--- config.mk ---
export PLATFORM = sky130hd
export DESIGN_NAME = response_steering_top
export DESIGN_NICKNAME = d
export VERILOG_FILES = /design/src/accel_cfg_pkg.sv /design/src/rsp_types_pkg.sv /design/src/rsp_if.sv /design/src/demux_bus.sv /design/src/lane_job_tracker.sv /design/src/response_steering_top.sv /design/src/rsp_ingress.sv /design/src/write_ack_collector.sv
export SDC_FILE = /design/constraint.sdc
export NUM_CORES = 1
export LEC_CHECK = 0
export ABC_AREA = 1
export ABC_CLOCK_PERIOD_IN_PS = 1400
export BUFFER_PORTS_ARGS = -buffer_cell sky130_fd_sc_hd__buf_2
export CAP_MARGIN = 20
export CORE_MARGIN = 3
export CORE_UTILIZATION = 30
export CTS_CLUSTER_SIZE = 14
export DETAILED_ROUTE_END_ITERATION = 8
export SLEW_MARGIN = 0
export SYNTH_ARGS = -nofsm -noshare
export SYNTH_HDL_FRONTEND = slang
export SYNTH_SLANG_ARGS = --single-unit
--- constraint.sdc ---
create_clock -name clock -period 1.4 [get_ports clock]
set_input_delay 0.07 -clock clock [delete_from_list [all_inputs] [get_ports clock]]
set_output_delay 0.07 -clock clock [all_outputs]
set_load 0.03 [all_outputs]
--- src/accel_cfg_pkg.sv ---
/* Accelerator sizing package
   Default widths and lane count shared by the response steering blocks */

package accel_cfg_pkg;

	// ----------------------------------------
	// Data path
	// ----------------------------------------

	// One memory word per response beat
	parameter int DEF_DATA_WIDTH = 32;

	// ----------------------------------------
	// Engine lanes
	// ----------------------------------------

	// Vertex engine lanes fed by the response stream
	parameter int DEF_LANES = 8;

	// ----------------------------------------
	// Counters
	// ----------------------------------------

	// Job sizes, beat counters and the drop counter
	// Wide enough for long vertex jobs
	parameter int DEF_CNT_WIDTH = 16;

endpackage

--- src/rsp_types_pkg.sv ---
/* Memory response types
   Response opcode and write completion status codes */

package rsp_types_pkg;

	// ----------------------------------------
	// Response opcode
	// ----------------------------------------

	// NONE and RSVD never leave the ingress stage
	typedef enum logic [1:0] {
		CMD_NONE  = 2'd0,
		CMD_READ  = 2'd1,
		CMD_WRITE = 2'd2,
		CMD_RSVD  = 2'd3
	} rsp_cmd_t;

	// ----------------------------------------
	// Write completion status
	// ----------------------------------------

	// Status sits in the low bits of the completion data
	parameter int STATUS_WIDTH = 4;

	// Anything other than OK flags a failed write
	parameter logic [STATUS_WIDTH-1:0] STATUS_OK = '0;

endpackage

--- src/rsp_if.sv ---
/* Registered memory response stream
   One beat per cycle while valid is high, no back-pressure */

interface rsp_if import accel_cfg_pkg::*, rsp_types_pkg::*; #(
	parameter int DATA_WIDTH = DEF_DATA_WIDTH,
	parameter int LANES      = DEF_LANES
) ();

	localparam int LANE_WIDTH = $clog2(LANES);

	// Beat strobe
	logic                  valid;
	// Opcode of the beat
	rsp_cmd_t              cmd;
	// Target engine lane
	logic [LANE_WIDTH-1:0] lane;
	// Read data or write status word
	logic [DATA_WIDTH-1:0] data;

	// Ingress side
	modport source (output valid, output cmd, output lane, output data);

	// Demux and write collector both listen here
	modport sink (input valid, input cmd, input lane, input data);

endinterface

--- src/demux_bus.sv ---
/* Registered read data demultiplexer
   Steers each read beat to the lane it names, three register stages deep */

module demux_bus import accel_cfg_pkg::*, rsp_types_pkg::*; #(
	parameter int DATA_WIDTH = DEF_DATA_WIDTH,
	parameter int BUS_WIDTH  = DEF_LANES,
	parameter int SEL_WIDTH  = $clog2(BUS_WIDTH)
) (
	input  logic                  clock,
	input  logic                  rstn,
	rsp_if.sink                   rsp,
	output logic [DATA_WIDTH-1:0] data_out       [0:BUS_WIDTH-1],
	output logic                  data_out_valid [0:BUS_WIDTH-1]
);

	logic                  read_beat;
	logic [SEL_WIDTH-1:0]  sel_latched;
	logic [DATA_WIDTH-1:0] data_latched;
	logic                  valid_latched;
	logic [DATA_WIDTH-1:0] data_lane      [0:BUS_WIDTH-1];
	logic                  data_lane_valid[0:BUS_WIDTH-1];

	// Write completions share the stream
	// Only read beats enter the demux
	assign read_beat = rsp.valid && (rsp.cmd == CMD_READ);

	// ----------------------------------------
	// Latch stage
	// ----------------------------------------

	always_ff @(posedge clock or negedge rstn) begin
		if (!rstn) begin
			valid_latched <= 1'b0;
			sel_latched   <= '0;
		end else begin
			valid_latched <= read_beat;
			sel_latched   <= rsp.lane;
		end
	end

	always_ff @(posedge clock) begin
		data_latched <= rsp.data;
	end

	// ----------------------------------------
	// Lane stage and output register
	// ----------------------------------------

	for (genvar i = 0; i < BUS_WIDTH; i++) begin : g_lane

		// Valid goes to the selected lane only
		always_ff @(posedge clock or negedge rstn) begin
			if (!rstn) begin
				data_lane_valid[i] <= 1'b0;
			end else if (sel_latched == SEL_WIDTH'(i)) begin
				data_lane_valid[i] <= valid_latched;
			end else begin
				data_lane_valid[i] <= 1'b0;
			end
		end

		// Data fans out to every lane
		always_ff @(posedge clock) begin
			data_lane[i] <= data_latched;
		end

		always_ff @(posedge clock or negedge rstn) begin
			if (!rstn) begin
				data_out_valid[i] <= 1'b0;
			end else begin
				data_out_valid[i] <= data_lane_valid[i];
			end
		end

		always_ff @(posedge clock) begin
			data_out[i] <= data_lane[i];
		end
	end

endmodule

--- src/lane_job_tracker.sv ---
/* Lane job tracker
   Counts read beats and write acks per lane and flags job completion */

module lane_job_tracker import accel_cfg_pkg::*; #(
	parameter int LANES     = DEF_LANES,
	parameter int CNT_WIDTH = DEF_CNT_WIDTH
) (
	input  logic                 clock,
	input  logic                 rstn,
	input  logic                 job_start  [0:LANES-1],
	input  logic [CNT_WIDTH-1:0] job_reads  [0:LANES-1],
	input  logic [CNT_WIDTH-1:0] job_writes [0:LANES-1],
	input  logic                 read_beat  [0:LANES-1],
	input  logic                 ack_pulse  [0:LANES-1],
	output logic                 job_done   [0:LANES-1]
);

	typedef enum logic [1:0] {
		IDLE   = 2'd0,
		ACTIVE = 2'd1,
		DONE   = 2'd2
	} lane_state_t;

	for (genvar i = 0; i < LANES; i++) begin : g_lane
		lane_state_t          state;
		logic [CNT_WIDTH-1:0] reads_goal;
		logic [CNT_WIDTH-1:0] writes_goal;
		logic [CNT_WIDTH-1:0] read_cnt;
		logic [CNT_WIDTH-1:0] write_cnt;
		logic                 reads_met;
		logic                 writes_met;

		// ----------------------------------------
		// Job size capture
		// ----------------------------------------

		always_ff @(posedge clock) begin
			if (job_start[i]) begin
				reads_goal  <= job_reads[i];
				writes_goal <= job_writes[i];
			end
		end

		assign reads_met  = read_cnt == reads_goal;
		assign writes_met = write_cnt == writes_goal;

		// ----------------------------------------
		// Lane FSM and counters
		// ----------------------------------------

		always_ff @(posedge clock or negedge rstn) begin
			if (!rstn) begin
				state     <= IDLE;
				read_cnt  <= '0;
				write_cnt <= '0;
			end else if (job_start[i]) begin
				// Restart from any state
				state     <= ACTIVE;
				read_cnt  <= '0;
				write_cnt <= '0;
			end else begin
				case (state)
					ACTIVE: begin
						if (reads_met && writes_met) begin
							state <= DONE;
						end else begin
							// Counters stop at their goals
							if (read_beat[i] && !reads_met) begin
								read_cnt <= read_cnt + 1'b1;
							end
							if (ack_pulse[i] && !writes_met) begin
								write_cnt <= write_cnt + 1'b1;
							end
						end
					end
					// Single cycle of done
					DONE:    state <= IDLE;
					default: state <= IDLE;
				endcase
			end
		end

		assign job_done[i] = state == DONE;
	end

endmodule

--- src/response_steering_top.sv ---
/* Response steering front of the graph accelerator
   Ingress feeds read steering and write collection, the tracker closes jobs */

module response_steering_top import accel_cfg_pkg::*, rsp_types_pkg::*; #(
	parameter int DATA_WIDTH = DEF_DATA_WIDTH,
	parameter int LANES      = DEF_LANES,
	parameter int CNT_WIDTH  = DEF_CNT_WIDTH
) (
	input  logic                         clock,
	input  logic                         rstn,
	input  logic                         in_valid,
	input  rsp_cmd_t                     in_cmd,
	input  logic [$clog2(LANES)-1:0]     in_lane,
	input  logic [DATA_WIDTH-1:0]        in_data,
	input  logic                         job_start        [0:LANES-1],
	input  logic [CNT_WIDTH-1:0]         job_reads        [0:LANES-1],
	input  logic [CNT_WIDTH-1:0]         job_writes       [0:LANES-1],
	output logic [DATA_WIDTH-1:0]        lane_data        [0:LANES-1],
	output logic                         lane_data_valid  [0:LANES-1],
	output logic                         lane_write_error [0:LANES-1],
	output logic                         lane_job_done    [0:LANES-1],
	output logic [CNT_WIDTH-1:0]         drop_count
);

	localparam int LANE_WIDTH = $clog2(LANES);

	// Write completions per lane, into the tracker
	logic ack_pulse [0:LANES-1];

	// Registered response stream shared by both consumers
	rsp_if #(
		.DATA_WIDTH(DATA_WIDTH),
		.LANES     (LANES)
	) u_rsp_if ();

	rsp_ingress #(
		.DATA_WIDTH(DATA_WIDTH),
		.LANES     (LANES),
		.CNT_WIDTH (CNT_WIDTH)
	) u_rsp_ingress (
		.clock     (clock),
		.rstn      (rstn),
		.in_valid  (in_valid),
		.in_cmd    (in_cmd),
		.in_lane   (in_lane),
		.in_data   (in_data),
		.rsp       (u_rsp_if),
		.drop_count(drop_count)
	);

	// ----------------------------------------
	// Parallel consumers
	// ----------------------------------------

	demux_bus #(
		.DATA_WIDTH(DATA_WIDTH),
		.BUS_WIDTH (LANES),
		.SEL_WIDTH (LANE_WIDTH)
	) u_demux_bus (
		.clock         (clock),
		.rstn          (rstn),
		.rsp           (u_rsp_if),
		.data_out      (lane_data),
		.data_out_valid(lane_data_valid)
	);

	write_ack_collector #(
		.LANES     (LANES),
		.DATA_WIDTH(DATA_WIDTH)
	) u_write_ack_collector (
		.clock      (clock),
		.rstn       (rstn),
		.rsp        (u_rsp_if),
		.job_start  (job_start),
		.ack_pulse  (ack_pulse),
		.write_error(lane_write_error)
	);

	// Read beats are counted as they leave the demux
	lane_job_tracker #(
		.LANES    (LANES),
		.CNT_WIDTH(CNT_WIDTH)
	) u_lane_job_tracker (
		.clock     (clock),
		.rstn      (rstn),
		.job_start (job_start),
		.job_reads (job_reads),
		.job_writes(job_writes),
		.read_beat (lane_data_valid),
		.ack_pulse (ack_pulse),
		.job_done  (lane_job_done)
	);

endmodule

--- src/rsp_ingress.sv ---
/* Response ingress stage
   Registers incoming beats, drops malformed ones and counts the drops */

module rsp_ingress import accel_cfg_pkg::*, rsp_types_pkg::*; #(
	parameter int DATA_WIDTH = DEF_DATA_WIDTH,
	parameter int LANES      = DEF_LANES,
	parameter int CNT_WIDTH  = DEF_CNT_WIDTH
) (
	input  logic                         clock,
	input  logic                         rstn,
	input  logic                         in_valid,
	input  rsp_cmd_t                     in_cmd,
	input  logic [$clog2(LANES)-1:0]     in_lane,
	input  logic [DATA_WIDTH-1:0]        in_data,
	rsp_if.source                        rsp,
	output logic [CNT_WIDTH-1:0]         drop_count
);

	logic cmd_ok;
	logic lane_ok;
	logic well_formed;
	logic drop_event;

	// ----------------------------------------
	// Beat check
	// ----------------------------------------

	// Only reads and write completions carry meaning
	assign cmd_ok = (in_cmd == CMD_READ) || (in_cmd == CMD_WRITE);

	// Lane index past the last engine
	// Only reachable when LANES is not a power of two
	assign lane_ok = 32'(in_lane) < LANES;

	assign well_formed = cmd_ok && lane_ok;
	assign drop_event  = in_valid && !well_formed;

	// ----------------------------------------
	// Stream register
	// ----------------------------------------

	always_ff @(posedge clock or negedge rstn) begin
		if (!rstn) begin
			rsp.valid <= 1'b0;
			rsp.cmd   <= CMD_NONE;
			rsp.lane  <= '0;
		end else begin
			// Valid is the only gated field
			rsp.valid <= in_valid && well_formed;
			rsp.cmd   <= in_cmd;
			rsp.lane  <= in_lane;
		end
	end

	// Payload follows the input every cycle
	always_ff @(posedge clock) begin
		rsp.data <= in_data;
	end

	// ----------------------------------------
	// Drop counter
	// ----------------------------------------

	// Holds at all ones once full
	always_ff @(posedge clock or negedge rstn) begin
		if (!rstn) begin
			drop_count <= '0;
		end else if (drop_event && (drop_count != {CNT_WIDTH{1'b1}})) begin
			drop_count <= drop_count + 1'b1;
		end
	end

endmodule

--- src/write_ack_collector.sv ---
/* Write completion collector
   Per-lane ack pulses and sticky error flags from write completions */

module write_ack_collector import accel_cfg_pkg::*, rsp_types_pkg::*; #(
	parameter int LANES      = DEF_LANES,
	parameter int DATA_WIDTH = DEF_DATA_WIDTH
) (
	input  logic clock,
	input  logic rstn,
	rsp_if.sink  rsp,
	input  logic job_start   [0:LANES-1],
	output logic ack_pulse   [0:LANES-1],
	output logic write_error [0:LANES-1]
);

	localparam int LANE_WIDTH = $clog2(LANES);

	logic                    write_beat;
	logic [DATA_WIDTH-1:0]   beat_data;
	logic [STATUS_WIDTH-1:0] beat_status;
	logic                    status_bad;

	// ----------------------------------------
	// Completion decode
	// ----------------------------------------

	assign write_beat = rsp.valid && (rsp.cmd == CMD_WRITE);

	// Status lives in the low bits of the completion word
	assign beat_data   = rsp.data;
	assign beat_status = beat_data[STATUS_WIDTH-1:0];
	assign status_bad  = beat_status != STATUS_OK;

	// ----------------------------------------
	// Per-lane ack and error
	// ----------------------------------------

	for (genvar i = 0; i < LANES; i++) begin : g_lane
		logic lane_hit;

		assign lane_hit = write_beat && (rsp.lane == LANE_WIDTH'(i));

		// One cycle pulse per completion
		always_ff @(posedge clock or negedge rstn) begin
			if (!rstn) begin
				ack_pulse[i] <= 1'b0;
			end else begin
				ack_pulse[i] <= lane_hit;
			end
		end

		// Sticky until the lane starts a new job
		// A failing write in the start cycle still sets it
		always_ff @(posedge clock or negedge rstn) begin
			if (!rstn) begin
				write_error[i] <= 1'b0;
			end else if (lane_hit && status_bad) begin
				write_error[i] <= 1'b1;
			end else if (job_start[i]) begin
				write_error[i] <= 1'b0;
			end
		end
	end

endmodule
Word level (Yosys, flattened, before mapping). Memories as Yosys holds them, arrays and structs flattened. A register that Yosys moved wholly into a read port is not among the register bits. Cells that the tools add are included. Widths: inputs -> output; s select.

Bits in registers: 650. Latch bits: 0. RAM bits: 256. ROM bits: 0. Bits of input ports: 304. Output and inout bits: 296. Word-level logic and storage cells: 391. Memories kept: 1.

Add/sub/neg operators: 17. Multipliers: 0. Div/mod/pow operators: 0. Magnitude comparators: 0. Equality and inequality tests: 67. Shift operators: 0. Multiplexer cells: 112. Bitwise operators: 0. Reductions and logical operators: 114.

Memories: u_demux_bus.data_lane (words 8, bits a word 32, rd ports 8, clocked after Yosys merged registers in 8, write ports 8, RTL line demux_bus.sv:20) `logic [DATA_WIDTH-1:0] data_lane [0:BUS_WIDTH-1];`.

Operator list (count): $mux 16 (64); $add 16x1->16 const B (17); $eq 16x16->1 (16); $reduce_bool 2->1 (32); $mux 2 (24); $reduce_and 3->1 (16); $logic_and 1x1->1 (45); $eq 3x3->1 const B (8); $mux 1 (24); $ne 3x2->1 const B (8); $eq 2x1->1 const B (10); $eq 2x2->1 const B (10); $logic_not 1->1 (17); $ne 16x16->1 const B (1); $ne 2x2->1 const B (8); $eq 3x2->1 const B (4); $eq 3x1->1 const B (2); $logic_not 3->1 (2); $reduce_bool 4->1 (1); $logic_or 1x1->1 (1).

Longest topological paths before layout. Gate-level depths: netlist of run 1.

Depth in word-level cells: 7. Mapped depth: 12. Mapped depth without buffers: 10.

Modules after synthesis. From an unflattened synthesis of run 1, not the netlist that was laid out.

Cells, all modules: 4268. Area, all modules: 35962.0 um2.

Modules (own cells, without submodules): lane_job_tracker (instances 1, cells each 3638, area an instance 29194.2 um2, seq. area each 14493.9 um2); demux_bus (instances 1, cells each 359, area an instance 4175.3 um2, seq. area each 2422.3 um2); rsp_ingress (instances 1, cells each 193, area an instance 1850.5 um2, seq. area each 1191.1 um2); write_ack_collector (instances 1, cells each 78, area an instance 742.0 um2, seq. area each 400.4 um2).

Worst setup path before layout of run 1. Ideal clock, no wire load.

Path kind: register to register. Start point: register u_rsp_ingress.drop_count[0]. End point: register u_rsp_ingress.drop_count[12]. Setup time: 0.079 ns. Arrival time: 1.660 ns. Required time: 1.321 ns. Path slack: -0.339 ns. Cell stages (with the launch flop): 10. Path buffers: 1. Cell sequence: dfrtp_1 > ha_1 > nand3_1 > nor2_1 > nand3_1 > nand2_2 > inv_2 > buf_6 > nand2_1 > xor2_1.

Word-level cells in the longest chain between the ends: 2. Elaborated cells on any way between the ends: 3.

RTL lines: start, declared (RTL line rsp_ingress.sv:16) `output logic [CNT_WIDTH-1:0] drop_count`; start signal, assigned (RTL line rsp_ingress.sv:69) `drop_count <= drop_count + 1'b1;`; parallel branches: the longest is 2 deep, another holds $add 16x1->16.

Parallel ways; which one is timed is not known. A chain may end at the register's enable or synchronous reset.

Final worst setup path of run 1.
Start point: register u_rsp_ingress.drop_count[5]. End point: register u_rsp_ingress.drop_count[13].

Same word-level chain as after synthesis.

==> metrics.yaml, run 1 <==
status: "finished with violations"
failed_checks: "setup timing"
die_w_um: 360.0
final_nets: 6504
synth_seq_cells: 714
max_freq_mhz: 617.7
cts_sinks: 714
rsz0062_at_grt: "true"
drive_gt1_share_pct: 31.52
min_period_ps: 1619
path_class: "reg -> reg"
slew_viol_final: 0
drt_iter0_markers: 2262
arrival_ps: 2170
hold_viol: 0
cts_max_path_buffers: 3
seqPwrFrac_pct: 44.9
skew_ps: 37.55
cts_tree: "built"
synthTopCellsByArea: "dfrtp_1 22%, edfxtp_1 20%, nand2_1 15%"
clockRootBuffer: "clkbuf_16"
core_sq_um: 124100
synth.distinct_cells: 36
yosysTopAreaCell: "dfrtp_1"
max-slew-margin-rel_pct: 68.72
p_int_uw: 38440
rows: 129
postRouteAntennaNets: 0
synth_nets: 5126
p_leak_uw: 0.02772
clk_pin_slew_ps: 60
grt_pass1_wl_um: 179500
max-cap-violations: 0
holdWs_ps: 86.98
hpwl_um: 77360
crit_required_ps: 1960
p_total_uw: 52060
drt-vias-per-instance: 4.520
finalWorstSetupSlack_ps: -219.0
port_buffers: 599
numCtsBuffers: 86
clk_latency_ps: 700
vias: 35724
worst_pin_slew_ps: 469.2
worst-path-max-fanout: 4
crit_path_end_kind: "flop"
avgSynthCellArea_sq_um: 7.825
p_switching_uw: 13620
drc: 0
die_area_sq_um: 129600
globalplace.congestion: 0.8892
h-tree-depth: 3
swShare_pct: 26.16
area_growth_pct: 48.81
placed_cells: 7267
track_usage_pct: 17.02
yosysWarningCount: 0
yosysTopAreaCellShare_pct: 21.96
synth-seq-area-share_pct: 49.22
initial_utilization_pct: 30.29
min_path_type: "in -> reg"
p_comb_share_pct: 11.9
cp-start-kind: "flop"
fp.dieH_um: 360.0
wire_per_inst_um: 14.76
syn_area_sq_um: 37600
wirelength_um: 116600
ios: 600
grt_max_degree: 68
finalSetupViolCount: 297
grt_remaining_overflow: 0
clockPowerShare_pct: 43.2
ir_drop_uv: 1275
first_pass_iters: 5
grt_pass1_vias: 34229
period_share_pct: 115.6
final_cells: 7903
power.density_nw_per_um2: 930.4
antenna_found_initial: 16
postSynthCellCount: 4805
## layout by cell type, fill, tap and decap left out, drive strengths merged, types with 7 or more instances in the layout
cell type,Yosys,final
dlygate4sd3,0,337
inv,661,667
o21a,7,7
nand2,1506,1518
nand4,335,335
xor2,134,134
dfxtp,128,128
clkbuf,49,134
edfxtp,256,256
clkinv,0,34
dfrtp,330,330
nor3,31,31
nand3,387,387
ha,17,17
o21ai,27,27
diode,0,10
nor2,592,592
buf,329,1296
## routing by layer
metal	vias to the layer above	wire length (um)	GRT usage (%)
met2	1002	55710	28.72
met1	16640	49930	21.30
li1	17836	-	-
met3	238	6512	3.657
met5	-	57	0
met4	8	4420	6.454
## path summary, 6_finish.rpt
path / startpoint / cells after the start / slack, ps / end
setup / recovery: u_rsp_ingress.drop_count[5] / 11 / -220 / u_rsp_ingress.drop_count[13]
hold / removal: job_writes[83] / 2 / 90 / u_lane_job_tracker.g_lane[2].writes_goal[3]
setup reg to reg: u_rsp_ingress.drop_count[5] / 11 / -220 / u_rsp_ingress.drop_count[13]
hold reg to reg: u_demux_bus.data_lane[3][57] / 0 / 330 / lane_data[25]
max in group asynchronous: rstn / 3 / 840 / u_lane_job_tracker.g_lane[7].read_cnt[1]
min in group asynchronous: rstn / 3 / 120 / u_lane_job_tracker.g_lane[4].write_cnt[11]
## kinds of logic after synthesis
kind of cell	synth area share [%]
buf+inv	13.36
xor+xnor	3.168
compound gates	0.5957
flops	49.22
simple gates	33.08
fa+ha+maj	0.5657
## through the flow
step	setup WS [ps]	util [%]	instance area, sq um	setup TNS (ps)
6_report	-219.0	45.08	55950	-23960
5_1_grt	-268.9	45.07	55940	-57970
4_1_cts	-182.6	43.62	54140	-29910
3_5_place_dp	-299.3	36.25	45000	-31510
3_3_place_gp	-267.4	36.25	45000	-24550
2_1_floorplan	-123.1	-	37730	-818.3
## what timing repair did
item / CTS / global route
setup endpoints to repair: 578 / 520
hold buffers: 338 / 0
setup buffers: 70 / 38
pin swaps: 267 / 255
hold endpoints to repair: 1130 / 0
gates cloned: 17 / 5
resized for setup: 622 / 534
## registers in the layout, indices dropped and copies added (netlist names), 2 cells and up
register and flops:
lane_data 32, u_demux_bus.data_lane 32, u_demux_bus.data_lane_valid 8, u_demux_bus.data_latched 32, u_demux_bus.data_out_valid 8, u_demux_bus.sel_latched 3, u_lane_job_tracker.g_lane.read_cnt 128, u_lane_job_tracker.g_lane.reads_goal 128
u_lane_job_tracker.g_lane.state 16, u_lane_job_tracker.g_lane.write_cnt 128, u_lane_job_tracker.g_lane.writes_goal 128, u_rsp_ingress.drop_count 16, u_rsp_ingress.rsp.cmd 2, u_rsp_ingress.rsp.data 32, u_rsp_ingress.rsp.lane 3, u_write_ack_collector.ack_pulse 8
u_write_ack_collector.write_error 8
## power groups by stage
stage          registers [uW]  logic, uW  clock network (uW)
2_1_floorplan           23800       2430                   0
3_3_place_gp            23600       4210                   0
3_5_place_dp            23700       4250                   0
4_1_cts                 23300       5630               23300
5_1_grt                 23500       6680               24100
6_report                23300       6210               22500
## critical path: stages (launching register included)
cell and delay, ps:
dfrtp_2 450, nand2_4 90, inv_1 60, nand2_2 110, nor2_4 60, nand3_2 80, nand2_4 90, buf_12 160
nor2_4 170, nand2_2 70, nand2_2 90, nand2_2 60
## cell type report
type                    instances  area (sq um)
diodes                         10         25.02
clock buffers                 111          2371
clock inverters                50         465.4
fillers                     11622         68170
inverters                     661          2491
multi-input cells            3064         16010
flip-flops and latches        714         18680
well taps                    1637          2048
repair buffers               1656         13870
## Yosys cell counts
cell type  number
nand4_1       335
inv_2          13
nor3b_1         1
nand2_1      1473
nand3_1       384
clkbuf_2        8
nand2_2        13
buf_4         241
a31oi_1         3
o21ai_0        27
ha_1           17
inv_1         648
edfxtp_1      256
nor3_1         24
dfxtp_1       128
nor3_2          7
clkbuf_1       41
buf_2          59
or2_2           1
o21a_1          7
a21oi_1         2
or4_1           1
dfrtp_1       330
xnor2_1         2
xor2_1        134
nand2_4        20
nor4_1          1
nand3b_1        3
o21bai_1        1
nor2_1        558
nand3_2         3
buf_6          16
nor2_2         34
or3b_2          1
buf_12          1
buf_1          12
Note: power is estimated with default switching activity, not from simulation.
==> run 2, diff against run 1 <==
--- a/config.mk
+++ b/config.mk
@@ -8,3 +8,3 @@
 export ABC_AREA = 1
-export ABC_CLOCK_PERIOD_IN_PS = 1400
+export ABC_CLOCK_PERIOD_IN_PS = 1900
 export BUFFER_PORTS_ARGS = -buffer_cell sky130_fd_sc_hd__buf_2
==> constraint.sdc (replaced) <==
create_clock -name clock -period 1.9 [get_ports clock]
set_input_delay 0.19 -clock clock [delete_from_list [all_inputs] [get_ports clock]]
set_output_delay 0.19 -clock clock [all_outputs]
set_load 0.03 [all_outputs]
==> run 2 against run 1 <==
The flow now finishes without violations. Combinational power decreased by 45%. Final area decreased by 15%. Clock power decreased by 21%. Via count decreased by 8.1%. Clock skew decreased by 19 ps. Utilization decreased by 6.8 points. Sequential cell count unchanged. Highest routed layer unchanged.
==> metrics.yaml, run 2 (synthesis results as in run 1) <==
worst-path-max-fanout: 12
worst_pin_slew_ps: 727.3
drc: 0
crit_required_ps: 2450
crit_buf_inv: 1
min_path_type: "in -> reg"
drive_gt1_share_pct: 17.51
globalplace.congestion: 0.8905
track_usage_pct: 16.02
hold_depth: 2
p_comb_share_pct: 9.0
ir_drop_uv: 800.9
max-slew-margin-rel_pct: 51.21
wire_per_inst_um: 14.46
clockPowerShare_pct: 46.1
max_freq_mhz: 575.6
grt_max_degree: 68
final_cells: 7286
r2r_start: "u_rsp_ingress.drop_count[0]"
finalSetupViolCount: 0
clk_pin_slew_ps: 60
wirelength_um: 105300
path_class: "reg -> reg"
first_pass_iters: 6
die_area_sq_um: 129600
cp-start-kind: "flop"
p_int_uw: 28510
h-tree-depth: 3
fp.dieH_um: 360.0
mostFrequentLayoutCells: "1473 x nand2_1, 642 x inv_1, 598 x buf_2, 558 x nor2_1, 384 x nand3_1"
slew_viol_final: 0
port_buffers: 599
clk_latency_ps: 690
core_sq_um: 124100
cts_sinks: 714
status: "completed"
die_w_um: 360.0
cpMaxStageDelayCell: "dfrtp_2"
path_cells: "ha_1, nand3_1, nor2_1, nand3_1, nand2_2, inv_2, o21ai_0, nand2_1"
cts_max_path_buffers: 3
reg2reg_to: "u_rsp_ingress.drop_count[15]"
power.density_nw_per_um2: 805.4
grt_pass1_wl_um: 168500
vias: 32821
ios: 600
max-cap-violations: 0
numCtsBuffers: 89
rows: 129
antenna_found_initial: 19
swShare_pct: 25.53
clockRootBuffer: "clkbuf_16"
grt_remaining_overflow: 0
crit_path_end_kind: "flop"
postRouteAntennaNets: 0
rsz0062_at_grt: "false"
cpLargestDelayFamily: "simple AND/OR/NAND/NOR gates"
layout_commonest_cell: "nand2_1"
drt-vias-per-instance: 4.505
cts_tree: "built"
final_nets: 5885
period_share_pct: 91.44
drt_iter0_markers: 2038
hp-start: "in_data[12]"
slowest_delay_ps: 430
grt_pass1_vias: 31197
placed_cells: 6805
hold_viol: 0
min_period_ps: 1737
area_growth_pct: 26.39
hpwl_um: 74740
p_leak_uw: 0.02397
tns_ps: 0
min_to: "u_rsp_ingress.rsp.data[12]"
skew_ps: 18.77
r2r.worst_path.cells: 8
p_switching_uw: 9771
seqPwrFrac_pct: 44.9
arrival_ps: 2290
cpMostUsedCell: "nand3_1"
initial_utilization_pct: 30.29
rrSetupSlack_ps: 160
run 2: area by class of cell:
class / instances / area [sq um]
fill: 12555 / 76600
multi-input combinational: 3052 / 14130
inverter: 661 / 2481
tap: 1637 / 2048
timing repair buffer: 1046 / 7252
clock buffer: 114 / 2540
clock inverter: 54 / 540.5
sequential: 714 / 18510
antenna: 8 / 20.02
run 2: repair_timing:
action	CTS	global route
gates resized for setup	0	10
endpoints found under the setup margin	0	69
endpoints found under the hold margin	715	0
hold buffers	305	0
buffers inserted	0	0
run 2: worst register-to-register path: cells and delay by family, from the launching register on:
family          cells  cell delay [ps]
simple gates        5              720
fa+ha+maj           1              180
flops               1              430
buf+inv             1              150
compound gates      1              130
run 2: power by group through the flow:
stage / Combinational (uW) / Clock [uW] / Sequential, uW
2_1_floorplan: 1770 / 0 / 17500
3_3_place_gp: 2910 / 0 / 17500
3_5_place_dp: 2930 / 0 / 17500
4_1_cts: 3460 / 18300 / 17200
5_1_grt: 3780 / 18900 / 17300
6_report: 3430 / 17700 / 17200
run 2: per-layer routing:
metal	vias to the layer above	global-route usage (%)	part of all wire [%]
met2	901	26.51	47
met3	156	3.032	5.4
met4	4	5.128	2.7
met5	-	0	0.026
li1	16538	-	-
met1	15222	21.12	45
run 2: metrics by stage:
stage	total power (uW)	hold WS (ps)	area (sq um)	util [%]	setup slack, ps
4_1_cts	38980	44.54	47440	38.22	85.43
3_3_place_gp	20380	161.7	41300	33.28	149.5
6_report	38280	140.5	47520	38.29	162.6
3_5_place_dp	20410	168.8	41300	33.28	123.1
2_1_floorplan	19300	-105.6	37600	-	160.5
5_1_grt	39910	90.01	47510	38.28	9.628
run 2: how the worst max path moves through the flow:
stage                                                    from                                        end  slack, ps  cells after the start
global placement                  u_rsp_ingress.drop_count[0]                u_rsp_ingress.drop_count[5]        150                      8
finish                            u_rsp_ingress.drop_count[0]               u_rsp_ingress.drop_count[15]        160                      8
detailed placement                u_rsp_ingress.drop_count[0]                u_rsp_ingress.drop_count[6]        120                      8
CTS                     u_lane_job_tracker.g_lane[5].state[0]                           lane_job_done[2]         90                      3
floorplan                         u_rsp_ingress.drop_count[0]               u_rsp_ingress.drop_count[12]        160                      9
global route        u_lane_job_tracker.g_lane[3].write_cnt[7]  u_lane_job_tracker.g_lane[3].write_cnt[2]         10                     10
